===== config.mk =====
export PLATFORM = sky130hd
export DESIGN_NAME = iigs_glue
export DESIGN_NICKNAME = d
export VERILOG_FILES = /design/src/logic/iigs_pkg.sv /design/src/logic/iigs_glue.sv /design/src/logic/irq_ctrl.sv /design/src/logic/soft_switches.sv /design/src/logic/bus_map.sv
export SDC_FILE = /design/constraint.sdc
export NUM_CORES = 1
export LEC_CHECK = 0
export BUFFER_PORTS_ARGS = -buffer_cell sky130_fd_sc_hd__buf_2
export CORE_AREA = 4 4 95 97
export DETAILED_ROUTE_END_ITERATION = 16
export DIE_AREA = 0 0 99 101
export GPL_TIMING_DRIVEN = 1
export HOLD_SLACK_MARGIN = 0.08
export PLACE_DENSITY = 0.76
export SYNTH_ARGS = -nofsm -noshare
export SYNTH_HDL_FRONTEND = slang
export SYNTH_HIERARCHICAL = 1
export SYNTH_SLANG_ARGS = --single-unit

===== constraint.sdc =====
create_clock -name clk_sys -period 3.36 [get_ports clk_sys]
set_input_delay 0.504 -clock clk_sys [delete_from_list [all_inputs] [get_ports clk_sys]]
set_output_delay 0.504 -clock clk_sys [all_outputs]
set_load 0.01 [all_outputs]

===== src/logic/iigs_pkg.sv =====
package iigs_pkg;

  localparam int ADDR_W = 24;  // 65C816 bank plus 16-bit offset
  localparam int DATA_W = 8;

  typedef logic [ADDR_W-1:0] cpu_addr_t;
  typedef logic [7:0]        bank_t;
  typedef logic [DATA_W-1:0] byte_t;
  typedef logic [7:0]        io_reg_t;  // offset inside the C0xx page

  // soft-switch offsets of the I/O page that this glue still answers
  typedef enum io_reg_t {
    STORE80_OFF  = 8'h00,
    STORE80_ON   = 8'h01,
    RAMRD_OFF    = 8'h02,
    RAMRD_ON     = 8'h03,
    RAMWRT_OFF   = 8'h04,
    RAMWRT_ON    = 8'h05,
    INTCXROM_OFF = 8'h06,
    INTCXROM_ON  = 8'h07,
    ALTZP_OFF    = 8'h08,
    ALTZP_ON     = 8'h09,
    SLOTC3_OFF   = 8'h0A,
    SLOTC3_ON    = 8'h0B,
    COL80_OFF    = 8'h0C,
    COL80_ON     = 8'h0D,
    ALTCHAR_OFF  = 8'h0E,
    ALTCHAR_ON   = 8'h0F,
    RD_LCBNK2    = 8'h11,  // first status flag
    RD_80COL     = 8'h1F,  // last status flag
    TEXTCOLOR    = 8'h22,
    VGCINT       = 8'h23,
    NEWVIDEO     = 8'h29,
    VGC_CLEAR    = 8'h32,
    SHADOW       = 8'h35,
    INTEN        = 8'h41,
    INTFLAG      = 8'h46,
    INT_CLEAR    = 8'h47,
    TXT_CLR      = 8'h50,
    TXT_SET      = 8'h51,
    MIX_CLR      = 8'h52,
    MIX_SET      = 8'h53,
    PAGE2_CLR    = 8'h54,
    PAGE2_SET    = 8'h55,
    HIRES_CLR    = 8'h56,
    HIRES_SET    = 8'h57,
    STATEREG     = 8'h68,
    LC_BASE      = 8'h80,
    LC_LAST      = 8'h8F
  } io_reg_e;

  // language card write enable needs two odd reads in a row
  typedef enum logic [1:0] {
    LC_WR_OFF,
    LC_WR_ARMED,
    LC_WR_ON
  } lc_wr_e;

  localparam bank_t     BANK_00    = 8'h00;
  localparam bank_t     BANK_01    = 8'h01;
  localparam bank_t     BANK_E0    = 8'hE0;
  localparam bank_t     BANK_E1    = 8'hE1;
  localparam cpu_addr_t AUX_OFFSET = 24'h01_0000;  // one bank up

  localparam byte_t SHADOW_RST    = 8'h08;
  localparam byte_t NEWVIDEO_RST  = 8'h41;
  localparam byte_t TEXTCOLOR_RST = 8'hF2;  // white on blue

endpackage

===== src/logic/iigs_glue.sv =====
`timescale 1ns/1ps

module iigs_glue #(
  parameter iigs_pkg::byte_t SHADOW_RST    = iigs_pkg::SHADOW_RST,
  parameter iigs_pkg::byte_t NEWVIDEO_RST  = iigs_pkg::NEWVIDEO_RST,
  parameter iigs_pkg::byte_t TEXTCOLOR_RST = iigs_pkg::TEXTCOLOR_RST
) (
  input  logic                clk_sys,
  input  logic                cpu_vda,
  input  logic                cpu_ce,
  input  logic                cpu_rd,
  input  iigs_pkg::cpu_addr_t cpu_addr,
  input  iigs_pkg::byte_t     cpu_dout,
  input  iigs_pkg::byte_t     din,
  input  logic                vblank,
  input  logic                scanline_irq,
  input  logic                onesecond_irq,
  input  logic                qtrsecond_irq,
  input  logic                vbl_irq,
  output iigs_pkg::cpu_addr_t bus_addr,
  output iigs_pkg::byte_t     cpu_din,
  output logic                io,
  output logic                cpu_irq,
  output iigs_pkg::byte_t     shadow,
  output iigs_pkg::byte_t     newvideo,
  output iigs_pkg::byte_t     textcolor,
  output logic                textg,
  output logic                mixg,
  output logic                page2,
  output logic                hires_mode,
  output logic                rdrom,
  output logic                lcram2,
  output logic                lc_we
);
  import iigs_pkg::*;

  logic    io_rd;
  logic    io_wr;
  io_reg_t io_reg;
  byte_t   ss_rdata;
  byte_t   irq_rdata;
  logic    store80;
  logic    ramrd;
  logic    ramwrt;
  logic    altzp;

  bus_map u_bus_map (
    .clk_sys    (clk_sys),
    .cpu_vda    (cpu_vda),
    .cpu_ce     (cpu_ce),
    .cpu_rd     (cpu_rd),
    .cpu_addr   (cpu_addr),
    .din        (din),
    .ss_rdata   (ss_rdata),
    .irq_rdata  (irq_rdata),
    .store80    (store80),
    .ramrd      (ramrd),
    .ramwrt     (ramwrt),
    .altzp      (altzp),
    .page2      (page2),
    .hires_mode (hires_mode),
    .lcram2     (lcram2),
    .rdrom      (rdrom),
    .shadow     (shadow),
    .io         (io),
    .io_rd      (io_rd),
    .io_wr      (io_wr),
    .io_reg     (io_reg),
    .bus_addr   (bus_addr),
    .cpu_din    (cpu_din)
  );

  soft_switches #(
    .SHADOW_RST    (SHADOW_RST),
    .NEWVIDEO_RST  (NEWVIDEO_RST),
    .TEXTCOLOR_RST (TEXTCOLOR_RST)
  ) u_soft_switches (
    .clk_sys    (clk_sys),
    .cpu_vda    (cpu_vda),
    .io_rd      (io_rd),
    .io_wr      (io_wr),
    .io_reg     (io_reg),
    .cpu_dout   (cpu_dout),
    .vblank     (vblank),
    .store80    (store80),
    .ramrd      (ramrd),
    .ramwrt     (ramwrt),
    .altzp      (altzp),
    .page2      (page2),
    .hires_mode (hires_mode),
    .lcram2     (lcram2),
    .rdrom      (rdrom),
    .shadow     (shadow),
    .ss_rdata   (ss_rdata),
    .textg      (textg),
    .mixg       (mixg),
    .newvideo   (newvideo),
    .textcolor  (textcolor),
    .lc_we      (lc_we)
  );

  irq_ctrl u_irq_ctrl (
    .clk_sys       (clk_sys),
    .cpu_vda       (cpu_vda),
    .io_rd         (io_rd),
    .io_wr         (io_wr),
    .io_reg        (io_reg),
    .cpu_dout      (cpu_dout),
    .scanline_irq  (scanline_irq),
    .onesecond_irq (onesecond_irq),
    .qtrsecond_irq (qtrsecond_irq),
    .vbl_irq       (vbl_irq),
    .irq_rdata     (irq_rdata),
    .cpu_irq       (cpu_irq)
  );

endmodule


===== src/logic/irq_ctrl.sv =====
`timescale 1ns/1ps

module irq_ctrl (
  input  logic              clk_sys,
  input  logic              cpu_vda,
  input  logic              io_rd,
  input  logic              io_wr,
  input  iigs_pkg::io_reg_t io_reg,
  input  iigs_pkg::byte_t   cpu_dout,
  input  logic              scanline_irq,
  input  logic              onesecond_irq,
  input  logic              qtrsecond_irq,
  input  logic              vbl_irq,
  output iigs_pkg::byte_t   irq_rdata,
  output logic              cpu_irq
);
  import iigs_pkg::*;

  logic [2:1] vgc_en;    // 2 one-second, 1 scanline
  logic       vgc_scan;  // VGCINT bit 5
  logic       vgc_sec;   // VGCINT bit 6
  logic       vgc_any;   // VGCINT bit 7
  logic [4:0] inten;
  logic       flag_vbl;  // INTFLAG bit 3
  logic       flag_qtr;  // INTFLAG bit 4
  logic       flag_any;  // INTFLAG bit 0, one cycle behind

  always_ff @(posedge clk_sys or posedge cpu_vda) begin
    if (cpu_vda) begin
      vgc_en   <= '0;
      vgc_scan <= 1'b0;
      vgc_sec  <= 1'b0;
      vgc_any  <= 1'b0;
      inten    <= '0;
      flag_vbl <= 1'b0;
      flag_qtr <= 1'b0;
      flag_any <= 1'b0;
    end else begin
      if (io_wr && io_reg == VGCINT) begin
        vgc_en <= cpu_dout[2:1];  // status bits are read only
      end
      if (io_wr && io_reg == VGC_CLEAR) begin
        if (!cpu_dout[5]) vgc_scan <= 1'b0;
        if (!cpu_dout[6]) vgc_sec <= 1'b0;
        if ((!vgc_scan || !cpu_dout[5]) && (!vgc_sec || !cpu_dout[6])) begin
          vgc_any <= 1'b0;
        end
      end
      if (io_wr && io_reg == INTEN) begin
        inten <= cpu_dout[4:0];
      end
      if ((io_rd || io_wr) && io_reg == INT_CLEAR) begin
        flag_vbl <= 1'b0;
        flag_qtr <= 1'b0;
      end
      // a source pulse beats a clear in the same cycle
      if (scanline_irq) begin
        vgc_scan <= 1'b1;  // status sets even when disabled
        if (vgc_en[1]) vgc_any <= 1'b1;
      end
      if (onesecond_irq && vgc_en[2]) begin
        vgc_sec <= 1'b1;
        vgc_any <= 1'b1;
      end
      if (vbl_irq && inten[3]) flag_vbl <= 1'b1;
      if (qtrsecond_irq && inten[4]) flag_qtr <= 1'b1;
      flag_any <= flag_vbl | flag_qtr | vgc_sec | vgc_any;
    end
  end

  always_comb begin
    case (io_reg)
      VGCINT:  irq_rdata = {vgc_any, vgc_sec, vgc_scan, 2'b00, vgc_en, 1'b0};
      INTEN:   irq_rdata = {3'b000, inten};
      INTFLAG: irq_rdata = {3'b000, flag_qtr, flag_vbl, 2'b00, flag_any};
      default: irq_rdata = '0;
    endcase
  end

  assign cpu_irq = (vgc_scan & vgc_en[1]) | (vgc_sec & vgc_en[2]) |
                   (flag_vbl & inten[3]) | (flag_qtr & inten[4]);

endmodule


===== src/logic/soft_switches.sv =====
`timescale 1ns/1ps

module soft_switches #(
  parameter iigs_pkg::byte_t SHADOW_RST    = iigs_pkg::SHADOW_RST,
  parameter iigs_pkg::byte_t NEWVIDEO_RST  = iigs_pkg::NEWVIDEO_RST,
  parameter iigs_pkg::byte_t TEXTCOLOR_RST = iigs_pkg::TEXTCOLOR_RST
) (
  input  logic              clk_sys,
  input  logic              cpu_vda,
  input  logic              io_rd,
  input  logic              io_wr,
  input  iigs_pkg::io_reg_t io_reg,
  input  iigs_pkg::byte_t   cpu_dout,
  input  logic              vblank,
  output logic              store80,
  output logic              ramrd,
  output logic              ramwrt,
  output logic              altzp,
  output logic              page2,
  output logic              hires_mode,
  output logic              lcram2,
  output logic              rdrom,
  output iigs_pkg::byte_t   shadow,
  output iigs_pkg::byte_t   ss_rdata,
  output logic              textg,
  output logic              mixg,
  output iigs_pkg::byte_t   newvideo,
  output iigs_pkg::byte_t   textcolor,
  output logic              lc_we
);
  import iigs_pkg::*;

  // bit positions follow the C000-C00F pair order
  localparam int SW_STORE80  = 0;
  localparam int SW_RAMRD    = 1;
  localparam int SW_RAMWRT   = 2;
  localparam int SW_INTCXROM = 3;
  localparam int SW_ALTZP    = 4;
  localparam int SW_SLOTC3   = 5;
  localparam int SW_80COL    = 6;
  localparam int SW_ALTCHAR  = 7;
  localparam int VID_TEXT    = 0;
  localparam int VID_MIX     = 1;
  localparam int VID_PAGE2   = 2;
  localparam int VID_HIRES   = 3;

  logic [7:0]  mem_sw;
  logic [3:0]  vid_sw;
  lc_wr_e      lc_state;
  logic [15:1] status;  // C011-C01F flags, indexed by low nibble

  always_ff @(posedge clk_sys or posedge cpu_vda) begin
    if (cpu_vda) begin
      mem_sw    <= '0;
      vid_sw    <= '0;
      rdrom     <= 1'b1;
      lcram2    <= 1'b0;
      lc_state  <= LC_WR_OFF;
      shadow    <= SHADOW_RST;
      newvideo  <= NEWVIDEO_RST;
      textcolor <= TEXTCOLOR_RST;
    end else if (io_rd || io_wr) begin
      if (io_reg <= ALTCHAR_ON) begin
        // reads only touch the RAMRD/RAMWRT pairs
        if (io_wr || (io_reg >= RAMRD_OFF && io_reg <= RAMWRT_ON)) begin
          mem_sw[io_reg[3:1]] <= io_reg[0];
        end
      end
      if (io_reg >= TXT_CLR && io_reg <= HIRES_SET) begin
        vid_sw[io_reg[2:1]] <= io_reg[0];
      end
      if (io_reg >= LC_BASE && io_reg <= LC_LAST) begin
        rdrom  <= io_reg[0] ^ io_reg[1];  // 1 and 2 read ROM
        lcram2 <= ~io_reg[3];
        if (io_rd && io_reg[0]) begin
          if (lc_state == LC_WR_OFF) begin
            lc_state <= LC_WR_ARMED;
          end else begin
            lc_state <= LC_WR_ON;
          end
        end else begin
          lc_state <= LC_WR_OFF;
        end
      end
      if (io_wr) begin
        case (io_reg)
          TEXTCOLOR: textcolor <= cpu_dout;
          NEWVIDEO:  newvideo  <= cpu_dout;
          SHADOW:    shadow    <= cpu_dout;
          STATEREG: begin
            mem_sw[SW_ALTZP]    <= cpu_dout[7];
            vid_sw[VID_PAGE2]   <= cpu_dout[6];
            mem_sw[SW_RAMRD]    <= cpu_dout[5];
            mem_sw[SW_RAMWRT]   <= cpu_dout[4];
            rdrom               <= cpu_dout[3];
            lcram2              <= cpu_dout[2];
            mem_sw[SW_INTCXROM] <= cpu_dout[0];  // bit 1 was ROMBANK
          end
          default: ;
        endcase
      end
    end
  end

  assign store80    = mem_sw[SW_STORE80];
  assign ramrd      = mem_sw[SW_RAMRD];
  assign ramwrt     = mem_sw[SW_RAMWRT];
  assign altzp      = mem_sw[SW_ALTZP];
  assign textg      = vid_sw[VID_TEXT];
  assign mixg       = vid_sw[VID_MIX];
  assign page2      = vid_sw[VID_PAGE2];
  assign hires_mode = vid_sw[VID_HIRES];
  assign lc_we      = (lc_state == LC_WR_ON);

  assign status = {mem_sw[SW_80COL], mem_sw[SW_ALTCHAR], hires_mode, page2, mixg, textg,
                   ~vblank, store80, mem_sw[SW_SLOTC3], altzp, mem_sw[SW_INTCXROM],
                   ramwrt, ramrd, ~rdrom, lcram2};

  always_comb begin
    ss_rdata = '0;
    if (io_reg >= RD_LCBNK2 && io_reg <= RD_80COL) begin
      ss_rdata = {status[io_reg[3:0]], 7'b0};  // keyboard bits are gone
    end else begin
      case (io_reg)
        TEXTCOLOR: ss_rdata = textcolor;
        NEWVIDEO:  ss_rdata = newvideo;
        SHADOW:    ss_rdata = shadow;
        STATEREG:  ss_rdata = {altzp, page2, ramrd, ramwrt, rdrom, lcram2, 1'b0,
                               mem_sw[SW_INTCXROM]};
        default:   ss_rdata = '0;
      endcase
    end
  end

endmodule


===== src/logic/bus_map.sv =====
`timescale 1ns/1ps

module bus_map (
  input  logic                clk_sys,
  input  logic                cpu_vda,
  input  logic                cpu_ce,
  input  logic                cpu_rd,
  input  iigs_pkg::cpu_addr_t cpu_addr,
  input  iigs_pkg::byte_t     din,
  input  iigs_pkg::byte_t     ss_rdata,
  input  iigs_pkg::byte_t     irq_rdata,
  input  logic                store80,
  input  logic                ramrd,
  input  logic                ramwrt,
  input  logic                altzp,
  input  logic                page2,
  input  logic                hires_mode,
  input  logic                lcram2,
  input  logic                rdrom,
  input  iigs_pkg::byte_t     shadow,
  output logic                io,
  output logic                io_rd,
  output logic                io_wr,
  output iigs_pkg::io_reg_t   io_reg,
  output iigs_pkg::cpu_addr_t bus_addr,
  output iigs_pkg::byte_t     cpu_din
);
  import iigs_pkg::*;

  localparam cpu_addr_t LC_BANK2_DELTA = 24'h00_1000;  // D000-DFFF down to C000-CFFF

  bank_t       bank;
  logic [15:0] ofs;
  logic        main_bank;
  logic        e_bank;
  logic        aux_bank;
  logic        mode_aux;
  logic        aux;
  logic        lc_hit;
  byte_t       io_dout;

  assign bank = cpu_addr[23:16];
  assign ofs  = cpu_addr[15:0];

  assign main_bank = (bank == BANK_00) || (bank == BANK_01);
  assign e_bank    = (bank == BANK_E0) || (bank == BANK_E1);
  assign aux_bank  = (bank == BANK_00) || (bank == BANK_E0);

  // I/O page disappears when shadow bit 6 is set
  assign io     = (main_bank || e_bank) && !shadow[6] && (ofs[15:8] == 8'hC0);
  assign io_rd  = cpu_ce && io && cpu_rd;
  assign io_wr  = cpu_ce && io && !cpu_rd;
  assign io_reg = ofs[7:0];

  always_comb begin
    mode_aux = cpu_rd ? ramrd : ramwrt;
    if (!aux_bank) begin
      aux = 1'b0;
    end else if ((ofs[15:9] == 7'h00) || (ofs[15:14] == 2'b11)) begin
      aux = altzp;  // zero page, stack, C000-FFFF
    end else if (ofs[15:10] == 6'b00_0001) begin
      aux = store80 ? page2 : mode_aux;  // text page 1
    end else if (ofs[15:13] == 3'b001) begin
      aux = (store80 && hires_mode) ? page2 : mode_aux;  // hires page 1
    end else begin
      aux = mode_aux;
    end
  end

  // bank 2 of the language card lives under C000 in RAM;
  // in banks 00/01 only while the I/O page is shadowed in
  assign lc_hit = lcram2 && !rdrom && (ofs[15:12] == 4'hD) &&
                  (e_bank || (main_bank && !shadow[6]));

  always_comb begin
    bus_addr = cpu_addr;
    if (aux) begin
      bus_addr = bus_addr + AUX_OFFSET;
    end
    if (lc_hit) begin
      bus_addr = bus_addr - LC_BANK2_DELTA;
    end
  end

  // side blocks return zero for offsets they do not own
  always_ff @(posedge clk_sys or posedge cpu_vda) begin
    if (cpu_vda) begin
      io_dout <= '0;
    end else if (io_rd) begin
      io_dout <= ss_rdata | irq_rdata;
    end
  end

  assign cpu_din = io ? io_dout : din;

endmodule


==> metrics.md, run 1 <==
| Metric | Value |
|---|---|
| Vias per cell | 5.91 |
| Compound-cell area share of the yosys netlist | 14.2% |
| Critical path buffer and inverter count | 4 |
| Post-synthesis cell area | 4040 um^2 |
| Global-route wire length before repair | 17500 um |
| Final Critical Period | 2710 ps |
| CP arrival | 2200 ps |
| IO Pins | 114 |
| Post-synthesis sequential area ratio | 38.1% |
| Skew-Pair Late Insertion Delay | 350 ps |
| Post-Route Skew | 12.0 ps |
| Gpl congestion | 1.00 |
| First-pass DRT Iterations | 5 |
| Syn Inst Count | 382 |
| Final worst slack | 654 ps |
| Largest net degree at the start of global routing | 41 |
| Height of the chip | 101 um |
| Port buffer count | 113 |
| Final setup fails | 0 |
| Routed length per instance | 19.0 um |
| Sequence of cells on the critical path | buf_2 -> inv_1 -> ha_1 -> o211a_1 -> o211ai_1 -> nor4_2 -> buf_4 -> mux2_1 -> buf_2 |
| Crit-path most repeated cell | buf_2 |
| Max-cap violations | 0 |
| Hold Violations, Final | 0 |
| Leakage power | 2.34 nW |
| Power per Cell Area | 361 nW/um^2 |
| Max stage delay on crit path | 330 ps |
| Filler instances | 728 |
| Starting DRC count in detailed routing | 290 |
| Syn_nets | 441 |
| # H-tree levels | 3 |
| Share of layout cells above drive strength 1 | 43.5% |
| Post-route DRC | 0 |
| # resized after CTS | 0 |
| Die width | 99 um |
| Simple-gate share of the synthesized area | 17.5% |
| Fmax | 0.370 GHz |
| Flip-flop and latch count after synthesis | 61 |
| Worst Setup End Kind | output pin |
| Max stage delay cell, worst path | mux2_1 |
| Total power | 1.71 mW |
| CTS Buf Count | 9 |
| Asr flop ratio synth | 100% |
| EDFF count, synth | 0 |
| Post-synthesis adder-cell area fraction | 3.10% |
| Setup TNS | 0 ps |
| Worst vdd ir | 0.233 mV |
| Die area | 10000 um^2 |
| Core region area | 8130 um^2 |
| Setup WS pre-CTS | 327 ps |
| Worst setup SP type | primary input |
| Largest family of logic cells by synthesized area | simple AND/OR/NAND/NOR gates |
| CTS tree | built |
| Setup bufs post-CTS | 0 |
| CP required | 2860 ps |
| Clk root buf | clkbuf_8 |
| Fraction of synthesized cell area in xor and xnor cells | 0.434% |
| Worst-margin pin slew | 571 ps |
| Relative slew margins | 61.8% |
| Clock sink total | 61 |
| Hold Crit Class | primary input to async pin |
| Crit Path Max Fanout | 10 |
| Area grow syn2layout | 17.0% |
| RSZ-0062 raised after global routing | no |
| N_diodes | 0 |
| CP top delay family | buffers and inverters |
| Most common cell after layout, fill and taps aside | buf_2 |
| Tcrit/Tclk final | 80.5% |
| Outcome | complete, no violations |
| Synth Flop Type | dfrtp_1 |
| Slew Viols, Final | 0 |
| Worst-path clk slew | 70 ps |
| Detailed Route WL | 11000 um |
| CTS hold repair buffers | 0 |
| Row count | 33 |
| Critical path type | primary input to output pin |
| Cell variety after synth | 76 |
| Overall global routing resource usage | 22.2% |
| Avg Cell Area, Syn | 10.6 um^2 |
| Maximum root-to-sink buffer count | 2 |
| Most frequent cells in the layout | buf_2, dfrtp_1, mux2_2, inv_1, nor2_1 |
| Synth warn | 6 |
| Nets@finish | 530 |
| Multiplexer share of the synthesized area | 17.0% |
| Initial antenna violation count | 0 |
| Initial Utilization | 49.6% |
| Grt total ovfl | 0 |
| Vias | 3433 |
| Post-layout util | 58.0% |
| Post-route ant nets | 0 |
| HPWL after DPL | 8290 um |
| Vias in the first global route | 3404 |
## cell type report
cell class / instances / area (um^2) / area share, %
clock inverter: 6 / 111 / 2.36
clock buffer: 10 / 128 / 2.70
sequential: 61 / 1540 / 32.6
multi-input combinational: 254 / 2110 / 44.6
tap: 105 / 131 / 2.78
timing repair buffer: 118 / 603 / 12.8
inverter: 27 / 101 / 2.15
## worst paths after layout
check	endpoint	startpoint	cells past startpoint	slack [ps]
max in group asynchronous	u_soft_switches/shadow[3]	cpu_vda	3	2690
min in group clk_sys	u_irq_ctrl/vgc_scan	scanline_irq	2	370
worst min-delay path	u_bus_map/io_dout[4]	cpu_vda	2	90
worst max-delay path	cpu_din[0]	cpu_addr[17]	9	650
worst min register to register	u_soft_switches/mem_sw[6]	u_soft_switches/mem_sw[6]	1	510
worst max register to register	u_soft_switches/lc_state[0]	u_soft_switches/shadow[6]	6	950
## worst register-to-register path: stages (launching register included)
cell,delay (ps)
dfrtp_1,480
nor4_2,380
buf_4,240
and3_4,330
or2_2,200
and2_0,300
mux2_2,370
## state kept, by name, indices dropped and copies added (netlist names)
signal                     flops
u_soft_switches/lc_state       2
u_irq_ctrl/vgc_sec             1
u_irq_ctrl/inten               5
u_irq_ctrl/flag_vbl            1
u_soft_switches/lcram2         1
u_soft_switches/mem_sw         8
u_bus_map/io_dout              8
u_soft_switches/vid_sw         4
u_irq_ctrl/vgc_en              2
u_irq_ctrl/flag_qtr            1
u_soft_switches/textcolor      8
u_irq_ctrl/flag_any            1
u_irq_ctrl/vgc_scan            1
u_soft_switches/shadow         8
u_soft_switches/rdrom          1
u_irq_ctrl/vgc_any             1
u_soft_switches/newvideo       8
## through the flow
step                hold slack (ps)  cells  area, um^2
finish                         92.7    581        4720
global route                    109    581        4720
detailed placement              477    565        4480
floorplan                       320    382        4040
global placement                472    565        4480
CTS                            93.2    581        4720
## Yosys cell counts (all sizes together) (2+ instances only)
cell type	n	area share (%)
dfrtp	52	32
mux2	49	14
buf	29	5.9
inv	27	2.5
nor2	23	2.1
a22oi	21	3.9
o21ai	13	1.6
nand2	12	1.1
clkbuf	11	1.3
ha	10	3.1
and3	9	1.6
dfstp	9	5.9
mux2i	9	2.2
nand3	9	1.1
a21oi	7	0.87
and2	6	0.99
nor3	6	0.99
and3b	5	1.1
nor4	5	1.3
nor4b	5	1.2
a22o	4	0.87
nand4	4	0.99
a31oi	3	0.47
a32o	3	0.74
nand3b	3	0.56
nand4b	3	0.65
nor3b	3	0.96
or4	3	0.65
a221oi	2	0.43
and4	2	0.43
mux4	2	1.1
o211a	2	0.50
o211ai	2	0.37
o21a	2	0.37
o221a	2	0.56
o311ai	2	0.43
xnor2	2	0.43
## kinds of logic after synthesis
| logic type | Yosys count |
|---|---|
| buffers and inverters | 67 |
| flip-flops | 61 |
| multiplexers | 60 |
| AND/OR/NAND/NOR | 106 |
| AO/OA/AOI/OAI | 76 |
| adder cells (fa/ha/maj) | 10 |
| XOR/XNOR | 2 |
## per-layer routing
layer	GRT usage, %	routed length [um]	vias up	share of wire, %
met1	29.0	4640	1657	42
met3	7.27	1160	21	11
li1	-	-	1565	-
met2	34.2	4970	190	45
met4	8.30	269	0	2.4
met5	0	0	-	0
## report_power, final
part	switching, mW	internal (mW)	total [mW]
clock	0.298	0.492	0.790
sequential	0.0000710	0.735	0.735
combinational	0.115	0.0661	0.181
Power figures use the tool's default switching activity.
==> run 2, diff against run 1 <==
- CORE_AREA: 4 4 95 97 -> 4 4 97 99
- DIE_AREA: 0 0 99 101 -> 0 0 101 103
- clock period: 3.36 -> 2.45 ns (I/O delays scaled with it)
==> metrics.md, run 2 (synthesized netlist as in run 1, its figures left out) <==
| Metric | Value |
|---|---|
| IO Pins | 114 (unchanged) |
| Worst-path clk slew | 70 ps (about the same) |
| Skew-Pair Late Insertion Delay | 350 ps (about the same) |
| Most frequent cells in the layout | buf_2, dfrtp_1, mux2_2, buf_4, inv_1 |
| Worst Setup End Kind | output pin |
| Final Critical Period | 2380 ps |
| Fmax | 0.420 GHz |
| Outcome | complete, no violations |
| Vias per cell | 5.90 (-0.23%) |
| Area grow syn2layout | 27.2% |
| Worst-margin pin slew | 519 ps (-52.3 ps) |
| Relative slew margins | 65.4% (+3.7 points) |
| Vias | 3602 (+4.9%) |
| Worst setup SP type | primary input |
| Multi-input logic area | 2210 um^2 (+4.7%) |
| Most common cell after layout, fill and taps aside | buf_2 |
| Final setup fails | 0 (unchanged) |
| Min Hold Slack | 221 ps (+128 ps) |
| Initial Utilization | 47.2% (-2.4 points) |
| Crit Path Max Fanout | 4 (-6) |
| HPWL after DPL | 8710 um (+5.1%) |
| Worst vdd ir | 0.378 mV (+62%) |
| N_diodes | 0 (unchanged) |
| Global-route wire length before repair | 17500 um (+0.32%) |
| First-pass DRT Iterations | 5 (unchanged) |
| Filler instances | 722 (-0.82%) |
| Height of the chip | 103 um (+2.0%) |
| Row count | 34 (+3.0%) |
| Post-Route Skew | 6.08 ps (-5.90 ps) |
| Starting DRC count in detailed routing | 299 (+3.1%) |
| Slew Viols, Final | 0 (unchanged) |
| Leakage power | 2.53 nW (+8.2%) |
| Detailed Route WL | 11600 um (+4.7%) |
| # H-tree levels | 3 (unchanged) |
| Share of layout cells above drive strength 1 | 49.9% (+6.4 points) |
| Post-route DRC | 0 (unchanged) |
| Setup WS pre-CTS | -195 ps (-521 ps) |
| Power per Cell Area | 456 nW/um^2 (+26%) |
| Die width | 101 um (+2.0%) |
| Largest net degree at the start of global routing | 41 (unchanged) |
| Vias in the first global route | 3418 (+0.41%) |
| Max-cap violations | 0 (unchanged) |
| Die area | 10400 um^2 (+4.0%) |
| Final worst slack | 69.6 ps (-584 ps) |
| CP arrival | 2010 ps (-190 ps) |
| CP required | 2080 ps (-780 ps) |
| Maximum root-to-sink buffer count | 2 (unchanged) |
| Critical path type | primary input to output pin |
| Gpl congestion | 0.929 (-7.1%) |
| Post-layout util | 60.0% (+2.0 points) |
| Tcrit/Tclk final | 97.2% |
| Hold Violations, Final | 0 (unchanged) |
| Grt total ovfl | 0 (unchanged) |
| Initial antenna violation count | 0 (unchanged) |
| Routed length per instance | 18.9 um (-0.41%) |
| CTS tree | built |
| Post-route ant nets | 0 (unchanged) |
| Overall global routing resource usage | 22.1% (-0.022 points) |
| CTS Buf Count | 9 (unchanged) |
| Clk root buf | clkbuf_8 |
| Port buffer count | 113 (unchanged) |
| Setup TNS | 0 ps (unchanged) |
| RSZ-0062 raised after global routing | yes |
| Clock sink total | 61 (unchanged) |
| Total power | 2.34 mW (+37%) |
| Hold Crit Class | primary input to flip-flop |
| Reg area | 1540 um^2 (unchanged) |
| Nets@finish | 557 (+5.1%) |
| Core region area | 8550 um^2 (+5.1%) |
-- run 2: cell count changes in the layout (fill, tap and decap cells not counted), moves of 8 or more --
cell,before,now
buf_2,113,103
buf_4,5,29
buf_6,0,9
mux2_1,9,1
mux2_4,0,9
-- run 2: path summary, 6_finish.rpt --
path | start | endpoint | slack, ps | cells past startpoint
max in group asynchronous | cpu_vda | u_soft_switches/textcolor[5] | 1370 | 4
min | scanline_irq | u_irq_ctrl/vgc_scan | 220 | 2
min reg2reg | u_soft_switches/mem_sw[7] | u_soft_switches/mem_sw[7] | 510 | 2
max | cpu_addr[16] | cpu_din[5] | 70 | 9
min in group asynchronous | cpu_vda | u_bus_map/io_dout[0] | 510 | 3
max reg2reg | u_soft_switches/shadow[6] | u_irq_ctrl/vgc_any | 180 | 7
-- run 2: cell type report --
class	count	share of cell area, %
inverter	27	2.34
timing repair buffer	145	17.5
clock inverter	5	1.58
sequential	61	30.0
tap	108	2.63
multi-input combinational	254	43.0
clock buffer	11	2.95
-- run 2: critical path, cell delays in order --
cell and delay, ps:
buf_8 110, inv_4 50, ha_4 120, o211a_1 150, o211ai_1 160, nor4_4 410
buf_4 220, mux2_4 310, buf_6 120
-- run 2: power by group --
part           internal, mW  leakage, nW  switching (mW)  total (mW)
Clock                 0.630        0.116           0.421        1.05
Combinational         0.118         1.67           0.165       0.283
Sequential             1.01        0.747        0.000106        1.01
Total                  1.76         2.53           0.586        2.34
-- run 2: per-stage QoR --
| stage | instances | instance area, um^2 |
|---|---|---|
| global placement | 589 | 4730 |
| floorplan | 382 | 4110 |
| finish | 611 | 5130 |
| detailed placement | 589 | 4730 |
| global route | 611 | 5130 |
| CTS | 606 | 4970 |
-- run 2: per-layer routing --
layer | wire length [um] | global-route usage [%] | up-vias
met5 | 0 | 0 | -
met4 | 103 | 5.21 | 0
met3 | 1050 | 6.02 | 12
met2 | 5440 | 35.2 | 181
met1 | 4970 | 30.3 | 1775
li1 | - | - | 1634
-- run 2: what timing repair did --
item / CTS / global route
hold buffers: 1 / 0
gates resized for setup: 0 / 31
endpoints found under the hold margin: 21 / 0
gates cloned: 0 / 1
pin swaps: 1 / 5
setup endpoints to repair: 6 / 11
buffers inserted: 0 / 4
==> run 3, diff against run 2 <==
- PLACE_DENSITY: 0.76 -> 0.78
- REMOVE_ABC_BUFFERS: not set -> 1
==> metrics.md, run 3 (synthesized netlist as in run 1, its figures left out) <==
| Metric | Value |
|---|---|
| Final setup fails | 0 (unchanged) |
| Starting DRC count in detailed routing | 298 (-0.33%) |
| CTS tree | built |
| Crit Path Max Fanout | 5 (+1) |
| Worst Setup End Kind | output pin |
| CP top delay family | buffers and inverters |
| Max-cap violations | 0 (unchanged) |
| HPWL after DPL | 8640 um (-0.83%) |
| Skew-Pair Late Insertion Delay | 350 ps (about the same) |
| Share of layout cells above drive strength 1 | 48.7% (-1.2 points) |
| N_diodes | 0 (unchanged) |
| Met3 Routed Length | 1040 um (-1.0%) |
| Tcrit/Tclk final | 97.8% (+0.67 points) |
| Post-Route Skew | 8.48 ps (+2.41 ps) |
| CP required | 2080 ps (about the same) |
| DR top layer | met4 |
| Most common cell after layout, fill and taps aside | buf_2 |
| Area grow syn2layout | 25.1% |
| Setup TNS | 0 ps (unchanged) |
| Clk root buf | clkbuf_8 |
| Fmax | 0.417 GHz (-0.68%) |
| Filler instances | 747 (+3.5%) |
| Leakage power | 2.50 nW (-1.3%) |
| Worst-path clk slew | 70 ps (about the same) |
| Global-route wire length before repair | 18000 um (+2.6%) |
| # H-tree levels | 3 (unchanged) |
| CTS Buf Count | 9 (unchanged) |
| CP arrival | 2030 ps (+20 ps) |
| Critical path type | primary input to output pin |
| Final worst slack | 53.2 ps (-16.3 ps) |
| Detailed Route WL | 11600 um (+0.22%) |
| Grt total ovfl | 0 (unchanged) |
| WL met2 | 5460 um (+0.50%) |
| M1 WL | 4900 um (-1.4%) |
| Vias in the first global route | 3469 (+1.5%) |
| Max stage delay cell, worst path | nor4_4 |
| Core region area | 8550 um^2 (unchanged) |
| Height of the chip | 103 um (unchanged) |
| Relative slew margins | 55.0% (-10 points) |
| Worst setup SP type | primary input |
| Initial antenna violation count | 0 (unchanged) |
| Power per Cell Area | 461 nW/um^2 (+0.97%) |
| Vias | 3545 (-1.6%) |
| Setup WS pre-CTS | -163 ps (+31.4 ps) |
| Hold Crit Class | primary input to flip-flop |
| Maximum root-to-sink buffer count | 2 (unchanged) |
| Vias per cell | 5.82 (-1.3%) |
| Hold Violations, Final | 0 (unchanged) |
| Row count | 34 (unchanged) |
| IO Pins | 114 (unchanged) |
| Die width | 101 um (unchanged) |
| Worst vdd ir | 0.341 mV (-9.8%) |
| RSZ-0062 raised after global routing | yes |
| Sequence of cells on the critical path | buf_8 -> inv_8 -> ha_4 -> o211a_1 -> o211ai_1 -> nor4_4 -> buf_4 -> buf_8 -> mux2_4 -> buf_6 |
| Critical path buffer and inverter count | 5 (+1) |
| Initial Utilization | 47.2% (unchanged) |
| Outcome | complete, no violations |
| Max stage delay on crit path | 360 ps (-50 ps) |
| Overall global routing resource usage | 22.2% (+0.092 points) |
| First-pass DRT Iterations | 7 (+2) |
| Final Critical Period | 2400 ps (+16.3 ps) |
| Nets@finish | 555 (-0.36%) |
| Clock sink total | 61 (unchanged) |
| Crit-path most repeated cell | buf_8 |
| Post-route DRC | 0 (unchanged) |
| Gpl congestion | 0.952 (+2.5%) |
| Worst-margin pin slew | 666 ps (+147 ps) |
| Slew Viols, Final | 0 (unchanged) |
| Routed length per instance | 19.0 um (+0.55%) |
| Port buffer count | 113 (unchanged) |
| Largest net degree at the start of global routing | 41 (unchanged) |
| Die area | 10400 um^2 (unchanged) |
| Post-route ant nets | 0 (unchanged) |
| Most frequent cells in the layout | buf_2, dfrtp_1, mux2_2, buf_4, inv_1 |
[run 3: cell types whose count changed in the layout (fill, tap and decap cells not counted), sizes merged]
cell,delta
clkbuf,-1
buf,-2
inv,+1
[run 3: metal layers]
layer	vias up	GRT usage, %
met5	-	0
met1	1720	30.8
li1	1619	-
met2	186	34.7
met4	0	6.95
met3	20	5.14
[run 3: layout make-up]
class	instances	area, um^2	area share, %
Tap cell	108	135	2.68
Sequential cell	61	1540	30.5
Clock buffer	10	138	2.73
Multi-Input combinational cell	254	2170	43.0
Timing Repair Buffer	143	865	17.1
Inverter	27	109	2.16
Clock inverter	6	93.8	1.86
[run 3: where the power goes]
group          internal (mW)  switching [mW]  leakage [nW]
combinational          0.111           0.164          1.64
sequential              1.01       0.0000956         0.747
clock                  0.609           0.436         0.113
[run 3: final timing paths]
check,from,to,slack [ps],depth (start not counted)
worst max-delay path,cpu_addr[17],cpu_din[5],50,10
worst min-delay path,scanline_irq,u_irq_ctrl/vgc_scan,230,2
worst max register to register,u_soft_switches/shadow[6],u_soft_switches/mem_sw[2],260,8
worst min register to register,u_soft_switches/mem_sw[6],u_soft_switches/mem_sw[6],520,1
max in group asynchronous,cpu_vda,u_soft_switches/rdrom,1330,4
min in group asynchronous,cpu_vda,u_bus_map/io_dout[7],530,3
[run 3: per-stage QoR]
stage          hold slack [ps]  total power, mW  cell area [um^2]  std cells  utilization (%)
6_report                   233             2.33              5050        609             59.1
5_1_grt                    230             2.42              5050        609             59.1
3_3_place_gp               336             1.27              4660        590             54.5
4_1_cts                    217             2.33              4900        607             57.3
3_5_place_dp               350             1.28              4660        590             54.5
2_1_floorplan              183             1.12              3750        342                -
[run 3: timing repair]
item	CTS	global route
hold buffers	1	0
setup endpoints to repair	8	8
cloned	0	1
buffers inserted	0	2
hold endpoints to repair	21	0
resized for setup	0	35
pin swaps	1	6
